==> config.mk <==
export PLATFORM = sky130hd
export DESIGN_NAME = prf
export DESIGN_NICKNAME = d
export VERILOG_FILES = /design/src/hdl/prf_pkg.sv /design/src/hdl/prf.sv /design/src/hdl/prf_bank.sv /design/src/hdl/prf_read_arbiter.sv /design/src/hdl/prf_wb_arbiter.sv
export SDC_FILE = /design/constraint.sdc
export NUM_CORES = 2
export LEC_CHECK = 0
export BUFFER_PORTS_ARGS = -buffer_cell sky130_fd_sc_hd__buf_4
export CORE_MARGIN = 8
export CORE_UTILIZATION = 65
export CTS_BUF_LIST = sky130_fd_sc_hd__clkbuf_8
export CTS_CLUSTER_DIAMETER = 40
export DETAILED_ROUTE_END_ITERATION = 16
export GPL_TIMING_DRIVEN = 0
export PLACE_DENSITY = 0.83
export SETUP_SLACK_MARGIN = 0.2
export SLEW_MARGIN = 0
export SYNTH_ARGS = -nofsm -noshare
export SYNTH_HDL_FRONTEND = slang
export SYNTH_HIERARCHICAL = 1
export SYNTH_SLANG_ARGS = --single-unit
==> constraint.sdc <==
create_clock -name CLK -period 8.7 [get_ports CLK]
set_input_delay 1.305 -clock CLK [delete_from_list [all_inputs] [get_ports CLK]]
set_output_delay 1.305 -clock CLK [all_outputs]
set_load 0.05 [all_outputs]
==> src/hdl/prf_pkg.sv <==
// shared sizes, vector types and structs for the banked physical register file
// every module of the register file and the testbench import from here

package prf_pkg;

    // ------------------------------------------------------------------
    // sizes
    // ------------------------------------------------------------------
    localparam int PR_COUNT           = 64;
    localparam int LOG_PR_COUNT       = 6;
    localparam int PRF_BANK_COUNT     = 4;
    localparam int LOG_PRF_BANK_COUNT = 2;
    localparam int PRF_RR_COUNT       = 4;
    localparam int PRF_WR_COUNT       = 3;

    // entries per bank, addressed by the upper PR
    localparam int BANK_DEPTH     = PR_COUNT / PRF_BANK_COUNT;
    localparam int LOG_BANK_DEPTH = LOG_PR_COUNT - LOG_PRF_BANK_COUNT;

    // ------------------------------------------------------------------
    // vector types
    // ------------------------------------------------------------------
    typedef logic [31:0]                word_t;
    typedef logic [LOG_PR_COUNT-1:0]    pr_t;
    typedef logic [LOG_BANK_DEPTH-1:0]  upper_pr_t;
    typedef logic [PRF_RR_COUNT-1:0]    rr_mask_t;
    typedef logic [PRF_WR_COUNT-1:0]    wr_mask_t;

    // ------------------------------------------------------------------
    // request and bus structs
    // ------------------------------------------------------------------
    // read strobe from one requester, bank in the low pr bits
    typedef struct packed {
        logic   valid;
        pr_t    pr;
    } rd_req_t;

    // writeback held by its requester until ready
    typedef struct packed {
        logic   valid;
        word_t  data;
        pr_t    pr;
    } wb_req_t;

    // indices granted to the two read ports of one bank
    typedef struct packed {
        upper_pr_t  port0_upper_pr;
        upper_pr_t  port1_upper_pr;
    } bank_rd_sel_t;

    // the single write of one bank per cycle
    typedef struct packed {
        logic       valid;
        upper_pr_t  upper_pr;
        word_t      data;
    } bank_wr_t;

    // wakeup broadcast, one per bank
    typedef struct packed {
        logic       valid;
        upper_pr_t  upper_pr;
    } wb_bus_t;

endpackage

==> src/hdl/prf.sv <==
// top level of the banked physical register file
// read requesters strobe a pr and get an acknowledge naming the port, then
// the data one cycle later on that bank and port. writeback requesters
// hold their request until ready, and each accepted write shows up on the
// bank's writeback bus in the next cycle for wakeup.

`timescale 1ns/10ps

module prf (
    input  logic                                                    CLK,
    input  logic                                                    nRST,

    // read side
    input  prf_pkg::rd_req_t [prf_pkg::PRF_RR_COUNT-1:0]            rd_req,
    output prf_pkg::rr_mask_t                                       rd_ack,
    output prf_pkg::rr_mask_t                                       rd_port,
    output prf_pkg::word_t [prf_pkg::PRF_BANK_COUNT-1:0][1:0]       rd_data,

    // writeback side
    input  prf_pkg::wb_req_t [prf_pkg::PRF_WR_COUNT-1:0]            wb_req,
    output prf_pkg::wr_mask_t                                       wb_ready,
    output prf_pkg::wb_bus_t [prf_pkg::PRF_BANK_COUNT-1:0]          wb_bus
);
    import prf_pkg::*;

    bank_rd_sel_t [PRF_BANK_COUNT-1:0]  bank_rd_sel;
    bank_wr_t [PRF_BANK_COUNT-1:0]      bank_wr;

    // ------------------------------------------------------------------
    // arbiters
    // ------------------------------------------------------------------
    prf_read_arbiter i_read_arbiter (
        .CLK         (CLK),
        .nRST        (nRST),
        .rd_req      (rd_req),
        .rd_ack      (rd_ack),
        .rd_port     (rd_port),
        .bank_rd_sel (bank_rd_sel)
    );

    prf_wb_arbiter i_wb_arbiter (
        .CLK      (CLK),
        .nRST     (nRST),
        .wb_req   (wb_req),
        .wb_ready (wb_ready),
        .bank_wr  (bank_wr)
    );

    // ------------------------------------------------------------------
    // banks
    // ------------------------------------------------------------------
    for (genvar b = 0; b < PRF_BANK_COUNT; b++) begin : g_bank
        prf_bank i_bank (
            .CLK     (CLK),
            .nRST    (nRST),
            .rd_sel  (bank_rd_sel[b]),
            .wr      (bank_wr[b]),
            .rd_data (rd_data[b]),
            .wb_bus  (wb_bus[b])
        );
    end

endmodule

==> src/hdl/prf_bank.sv <==
// storage for one bank of the register file
// two read ports with registered indices, so data follows the acknowledge
// by one cycle. one write port, committed at the end of the cycle, and the
// written upper PR is broadcast on the writeback bus one cycle later.

`timescale 1ns/10ps

module prf_bank (
    input  logic                    CLK,
    input  logic                    nRST,
    input  prf_pkg::bank_rd_sel_t   rd_sel,
    input  prf_pkg::bank_wr_t       wr,
    output prf_pkg::word_t [1:0]    rd_data,
    output prf_pkg::wb_bus_t        wb_bus
);
    import prf_pkg::*;

    word_t          mem [BANK_DEPTH];
    bank_rd_sel_t   rd_sel_q;

    // ------------------------------------------------------------------
    // array write
    // ------------------------------------------------------------------
    always_ff @(posedge CLK, negedge nRST) begin
        if (!nRST) begin
            for (int i = 0; i < BANK_DEPTH; i++) begin
                mem[i] <= '0;
            end
        end else if (wr.valid) begin
            mem[wr.upper_pr] <= wr.data;
        end
    end

    // ------------------------------------------------------------------
    // read indices and wakeup bus
    // ------------------------------------------------------------------
    always_ff @(posedge CLK, negedge nRST) begin
        if (!nRST) begin
            rd_sel_q <= '0;
            wb_bus   <= '0;
        end else begin
            rd_sel_q        <= rd_sel;
            wb_bus.valid    <= wr.valid;
            wb_bus.upper_pr <= wr.upper_pr;
        end
    end

    // array read after the index register, sees this cycle's committed write
    assign rd_data[0] = mem[rd_sel_q.port0_upper_pr];
    assign rd_data[1] = mem[rd_sel_q.port1_upper_pr];

endmodule

==> src/hdl/prf_read_arbiter.sv <==
// read arbitration for the banked register file
// merges new read strobes with held ones, sorts them to banks by the low
// pr bits and grants up to two requesters per bank, round-robin with the
// higher index first. losers are held here until acknowledged.

`timescale 1ns/10ps

module prf_read_arbiter (
    input  logic                                                CLK,
    input  logic                                                nRST,
    input  prf_pkg::rd_req_t [prf_pkg::PRF_RR_COUNT-1:0]        rd_req,
    output prf_pkg::rr_mask_t                                   rd_ack,
    output prf_pkg::rr_mask_t                                   rd_port,
    output prf_pkg::bank_rd_sel_t [prf_pkg::PRF_BANK_COUNT-1:0] bank_rd_sel
);
    import prf_pkg::*;

    // held requests, waiting for an acknowledge
    rr_mask_t                       held_valid;
    pr_t [PRF_RR_COUNT-1:0]         held_pr;

    // new strobes merged with the held ones
    rr_mask_t                       req_valid;
    pr_t [PRF_RR_COUNT-1:0]         req_pr;

    rr_mask_t [PRF_BANK_COUNT-1:0]  bank_req;
    rr_mask_t [PRF_BANK_COUNT-1:0]  port0_ack;
    rr_mask_t [PRF_BANK_COUNT-1:0]  port1_ack;

    // round-robin priority, requesters below the last served ones
    rr_mask_t [PRF_BANK_COUNT-1:0]  prio_mask;
    rr_mask_t [PRF_BANK_COUNT-1:0]  next_prio_mask;

    // ------------------------------------------------------------------
    // helpers
    // ------------------------------------------------------------------
    // one-hot of the highest set bit
    function automatic rr_mask_t pick_high(input rr_mask_t vec);
        rr_mask_t onehot;
        onehot = '0;
        for (int i = 0; i < PRF_RR_COUNT; i++) begin
            if (vec[i]) begin
                onehot    = '0;
                onehot[i] = 1'b1;
            end
        end
        return onehot;
    endfunction

    // masked requesters first, else everyone
    function automatic rr_mask_t grant(input rr_mask_t req, input rr_mask_t mask);
        if (|(req & mask)) begin
            return pick_high(req & mask);
        end
        return pick_high(req);
    endfunction

    // bits strictly below the lowest acknowledged requester
    function automatic rr_mask_t below_lowest(input rr_mask_t ack);
        rr_mask_t mask;
        logic     below;
        below = 1'b1;
        for (int i = 0; i < PRF_RR_COUNT; i++) begin
            if (ack[i]) begin
                below = 1'b0;
            end
            mask[i] = below;
        end
        return mask;
    endfunction

    // ------------------------------------------------------------------
    // merge and arbitrate
    // ------------------------------------------------------------------
    always_comb begin
        for (int rr = 0; rr < PRF_RR_COUNT; rr++) begin
            req_valid[rr] = rd_req[rr].valid | held_valid[rr];
            req_pr[rr]    = held_valid[rr] ? held_pr[rr] : rd_req[rr].pr;
        end
    end

    always_comb begin
        rd_ack  = '0;
        rd_port = '0;
        for (int b = 0; b < PRF_BANK_COUNT; b++) begin
            for (int rr = 0; rr < PRF_RR_COUNT; rr++) begin
                bank_req[b][rr] = req_valid[rr] &&
                    (req_pr[rr][LOG_PRF_BANK_COUNT-1:0] == LOG_PRF_BANK_COUNT'(b));
            end
            // port 1 takes the best of what port 0 left
            port0_ack[b] = grant(bank_req[b], prio_mask[b]);
            port1_ack[b] = grant(bank_req[b] & ~port0_ack[b], prio_mask[b]);

            rd_ack  |= port0_ack[b] | port1_ack[b];
            rd_port |= port1_ack[b];

            // idle bank keeps its priority
            if (|(port0_ack[b] | port1_ack[b])) begin
                next_prio_mask[b] = below_lowest(port0_ack[b] | port1_ack[b]);
            end else begin
                next_prio_mask[b] = prio_mask[b];
            end
        end
    end

    // one-hot mux of the granted upper PRs
    always_comb begin
        for (int b = 0; b < PRF_BANK_COUNT; b++) begin
            bank_rd_sel[b] = '0;
            for (int rr = 0; rr < PRF_RR_COUNT; rr++) begin
                if (port0_ack[b][rr]) begin
                    bank_rd_sel[b].port0_upper_pr = req_pr[rr][LOG_PR_COUNT-1:LOG_PRF_BANK_COUNT];
                end
                if (port1_ack[b][rr]) begin
                    bank_rd_sel[b].port1_upper_pr = req_pr[rr][LOG_PR_COUNT-1:LOG_PRF_BANK_COUNT];
                end
            end
        end
    end

    // ------------------------------------------------------------------
    // state
    // ------------------------------------------------------------------
    always_ff @(posedge CLK, negedge nRST) begin
        if (!nRST) begin
            held_valid <= '0;
            prio_mask  <= '0;
        end else begin
            held_valid <= req_valid & ~rd_ack;
            prio_mask  <= next_prio_mask;
        end
    end

    always_ff @(posedge CLK) begin
        held_pr <= req_pr;
    end

endmodule

==> src/hdl/prf_wb_arbiter.sv <==
// writeback arbitration for the banked register file
// each bank takes at most one writeback per cycle, chosen round-robin with
// the higher index first. ready is combinational and the requester holds
// its writeback until it sees ready.

`timescale 1ns/10ps

module prf_wb_arbiter (
    input  logic                                            CLK,
    input  logic                                            nRST,
    input  prf_pkg::wb_req_t [prf_pkg::PRF_WR_COUNT-1:0]    wb_req,
    output prf_pkg::wr_mask_t                               wb_ready,
    output prf_pkg::bank_wr_t [prf_pkg::PRF_BANK_COUNT-1:0] bank_wr
);
    import prf_pkg::*;

    wr_mask_t [PRF_BANK_COUNT-1:0]  bank_req;
    wr_mask_t [PRF_BANK_COUNT-1:0]  wr_grant;

    // round-robin priority per bank
    wr_mask_t [PRF_BANK_COUNT-1:0]  prio_mask;
    wr_mask_t [PRF_BANK_COUNT-1:0]  next_prio_mask;

    // ------------------------------------------------------------------
    // helpers
    // ------------------------------------------------------------------
    // one-hot of the highest set bit
    function automatic wr_mask_t pick_high(input wr_mask_t vec);
        wr_mask_t onehot;
        onehot = '0;
        for (int i = 0; i < PRF_WR_COUNT; i++) begin
            if (vec[i]) begin
                onehot    = '0;
                onehot[i] = 1'b1;
            end
        end
        return onehot;
    endfunction

    function automatic wr_mask_t grant(input wr_mask_t req, input wr_mask_t mask);
        if (|(req & mask)) begin
            return pick_high(req & mask);
        end
        return pick_high(req);
    endfunction

    // bits below the granted writer
    function automatic wr_mask_t below_lowest(input wr_mask_t ack);
        wr_mask_t mask;
        logic     below;
        below = 1'b1;
        for (int i = 0; i < PRF_WR_COUNT; i++) begin
            if (ack[i]) begin
                below = 1'b0;
            end
            mask[i] = below;
        end
        return mask;
    endfunction

    // ------------------------------------------------------------------
    // arbitrate and forward to the banks
    // ------------------------------------------------------------------
    always_comb begin
        wb_ready = '0;
        for (int b = 0; b < PRF_BANK_COUNT; b++) begin
            for (int wr = 0; wr < PRF_WR_COUNT; wr++) begin
                bank_req[b][wr] = wb_req[wr].valid &&
                    (wb_req[wr].pr[LOG_PRF_BANK_COUNT-1:0] == LOG_PRF_BANK_COUNT'(b));
            end
            wr_grant[b] = grant(bank_req[b], prio_mask[b]);
            wb_ready   |= wr_grant[b];

            bank_wr[b] = '0;
            for (int wr = 0; wr < PRF_WR_COUNT; wr++) begin
                if (wr_grant[b][wr]) begin
                    bank_wr[b].valid    = 1'b1;
                    bank_wr[b].upper_pr = wb_req[wr].pr[LOG_PR_COUNT-1:LOG_PRF_BANK_COUNT];
                    bank_wr[b].data     = wb_req[wr].data;
                end
            end

            if (|wr_grant[b]) begin
                next_prio_mask[b] = below_lowest(wr_grant[b]);
            end else begin
                next_prio_mask[b] = prio_mask[b];
            end
        end
    end

    always_ff @(posedge CLK, negedge nRST) begin
        if (!nRST) begin
            prio_mask <= '0;
        end else begin
            prio_mask <= next_prio_mask;
        end
    end

endmodule

==> metrics.cfg <==
[run_status]
status = complete, no violations

[final_layout]
final_cell_mix = 2132 x dfrtp_1, 2038 x mux2_2, 1024 x mux4_2
final_common_cell = dfrtp_1
syn_to_final_growth_pct = 13.0
drive_gt1_frac = 0.506
fin_nets = 8710
fin_cells = 11270
fill_cells = 10940

[timing]
tightest_slew_ps = 1480
skew_ps = 68.9
max_freq_mhz = 163
setup_tns_ps = 0
rsz0062_at_grt = no
slew_violations = 0
period_needed_ps = 6120
setup_violations = 0
min_period_over_period = 0.704
slew_headroom = 0.0131
hold_viol = 0

[clock_tree]
cts_max_path_buffers = 4
cts_buffers = 395
htree_num_levels = 5
path_clk_slew_ps = 60
post_cts_buffers = 0
cts_tree = built
root_buffer = clkbuf_8
clock-sinks = 2156
clk_latency_ps = 1130

[synthesis]
synthesis.area_sq_um = 115000
async_flop_share = 0.989
synth_top_family_by_area = multiplexers
ys_types = 96
yosys.area_share.simple = 0.0340
synthMuxAreaShare = 0.407
post_synth.cell_area_avg_sq_um = 14.9
postSynthCellCount = 7720
synth-compound-area-share = 0.0602
synthesis.nets = 7867
seq_area_frac_synth = 0.468
yosysWarnings = 6
ys.flop_type = dfrtp_1
synthXorXnorAreaFrac = 0.000914
synth_fa_ha_area_frac = 0.000261
synth-edff-count = 0
synth-seq-cells = 2156

[route]
drt-pass1-iter-count = 7
routed_wl_um = 388000
viasPerCell = 7.32
ant_nets = 0
drtIter0Drc = 11101
vias = 82447
wl_per_cell_um = 34.5
drc = 0

[setup_path]
critPathMaxFanout = 10
crit_arrival_ps = 4820
path_common_cell = clkbuf_1
path_buf_inv = 3
worst_ep_required_time_ps = 7390
end_kind = output pin
r2r-start = i_wb_arbiter/prio_mask[3]$_DFFE_PN0P_
crit_type = reg2out
cp-start-kind = flip-flop
critPathMaxStageDelay_ps = 1000
cp_slowest_cell = clkbuf_1
critPathTopFamily = buffers and inverters
cp-startpoint = g_bank[0].i_bank/rd_sel_q[1]$_DFF_PN0_
crit_chain = clkbuf_1 -> clkbuf_1 -> mux4_2 -> a22oi_1 -> nand2_1 -> buf_4

[global_route]
busiest_layer = met2
grt_pass1_vias = 84981
grt_usage = 0.401
gr-usage-met1 = 0.500
grt_start_max_net_pins = 192
grt_pass1_wl_um = 569000
met3_usage = 0.115
met2_usage = 0.598
antenna_found_initial = 78
grt_overflow_total = 0

[worst_hold_path]
holdCritPathClass = in2reg
min-delay-start = rd_req[0]

[pwr]
power_density_nw_per_um2 = 282
ir_drop_mv = 0.303
p_leak_uw = 0.0600

[die]
core_sq_um = 176000
chipWidth_um = 437
io_pins = 434
fp.dieH_um = 437
start_util = 0.654
dieArea_sq_um = 191000
num_rows = 154

[placed_design]
place_inst = 10504
hpwlAfterDp_um = 279000
io_buffer_count = 430
place.gp.congestion = 1.00

[flow_run]
drv_cap = 0

-- power breakdown --
part | switching, uW | total [uW] | internal [uW]
logic | 8780 | 14300 | 5470
clock network | 4410 | 10000 | 5620
registers | 1070 | 12400 | 11300
-- cells by family after synthesis --
kind of cell	after synthesis
DFF	2156
buffers and inverters	781
muxes	3134
and+or+nand+nor	756
AOI/OAI and AO/OA	878
xor gates and xnor gates	12
adders and majority gates	3
-- synthesized netlist by cell type (11+ instances only) --
| cell | n | area [sq um] |
|---|---|---|
| mux4_2 | 1024 | 23100 |
| mux2_2 | 2038 | 22900 |
| o21a_1 | 13 | 97.6 |
| buf_2 | 325 | 1630 |
| inv_1 | 19 | 71.3 |
| nand2_1 | 312 | 1170 |
| o21ai_0 | 24 | 120 |
| xnor2_1 | 11 | 96.3 |
| nor3_1 | 42 | 210 |
| o211ai_1 | 12 | 90.1 |
| mux2i_1 | 44 | 440 |
| nor2_1 | 90 | 338 |
| nand3_1 | 28 | 140 |
| a221o_1 | 110 | 1100 |
| and3_1 | 122 | 763 |
| a22oi_1 | 531 | 3990 |
| nand2b_1 | 15 | 93.8 |
| clkbuf_1 | 410 | 1540 |
| a21oi_1 | 43 | 215 |
| dfrtp_1 | 2132 | 53400 |
| o2bb2ai_1 | 37 | 324 |
| nor2b_1 | 20 | 125 |
| nand3b_1 | 15 | 113 |
| or3_1 | 11 | 68.8 |
| dfxtp_1 | 24 | 480 |
| buf_1 | 13 | 48.8 |
| and2_1 | 20 | 125 |
| mux2_1 | 28 | 315 |
-- layout make-up --
cell class                      count  area [sq um]  share of cell area
Clock buffer                      503          6920              0.0533
Antenna cell                       72           180             0.00139
Inverter                           19          71.3            0.000549
Sequential cell                  2156         53800               0.414
Clock inverter                    189          1250             0.00963
Buffer                            762          3350              0.0258
Timing Repair Buffer              446          3640              0.0280
Multi-Input combinational cell   4783         57700               0.444
Tap cell                         2340          2930              0.0225
-- flip-flops by register name, indices dropped and copies added (netlist names) --
name	cells
i_read_arbiter/prio_mask	16
i_read_arbiter/held_pr	24
g_bank.i_bank/rd_sel_q	32
g_bank.i_bank/mem	2048
i_wb_arbiter/prio_mask	12
i_read_arbiter/held_valid	4
g_bank.i_bank/wb_bus	20
-- per-stage QoR --
step	util	power (uW)	area [sq um]	hold WS [ps]	setup slack (ps)
floorplan	-	21700	115000	471	4220
global placement	0.689	26000	121000	480	-19590
detailed placement	0.691	26400	122000	497	2590
CTS	0.737	36400	130000	390	2950
global route	0.738	37700	130000	431	2680
finish	0.738	36700	130000	450	2580
-- what timing repair did --
item	in CTS	in global routing
gates resized for setup	0	0
hold buffers	1	0
hold endpoints to repair	23	0
-- worst paths after layout --
check | end | slack [ps] | depth (start not counted)
hold reg to reg | g_bank[2].i_bank/mem[69]$_DFFE_PN0P_ | 500 | 1
setup reg to reg | g_bank[1].i_bank/mem[85]$_DFFE_PN0P_ | 3390 | 9
setup / recovery | rd_data[44] | 2580 | 6
max in group asynchronous | g_bank[3].i_bank/mem[359]$_DFFE_PN0P_ | 3690 | 8
hold / removal | i_read_arbiter/held_pr[0]$_DFF_P_ | 450 | 2
min in group asynchronous | g_bank[1].i_bank/mem[262]$_DFFE_PN0P_ | 690 | 2
-- metal layers --
layer  routed length, um  part of all wire  vias up
met4               36300             0.093       12
met5                  85           0.00022        -
li1                    -                 -    32137
met3               41200              0.11     1593
met2              177000              0.46     5631
met1              133000              0.34    43074
(Power assumes the default switching activity.)
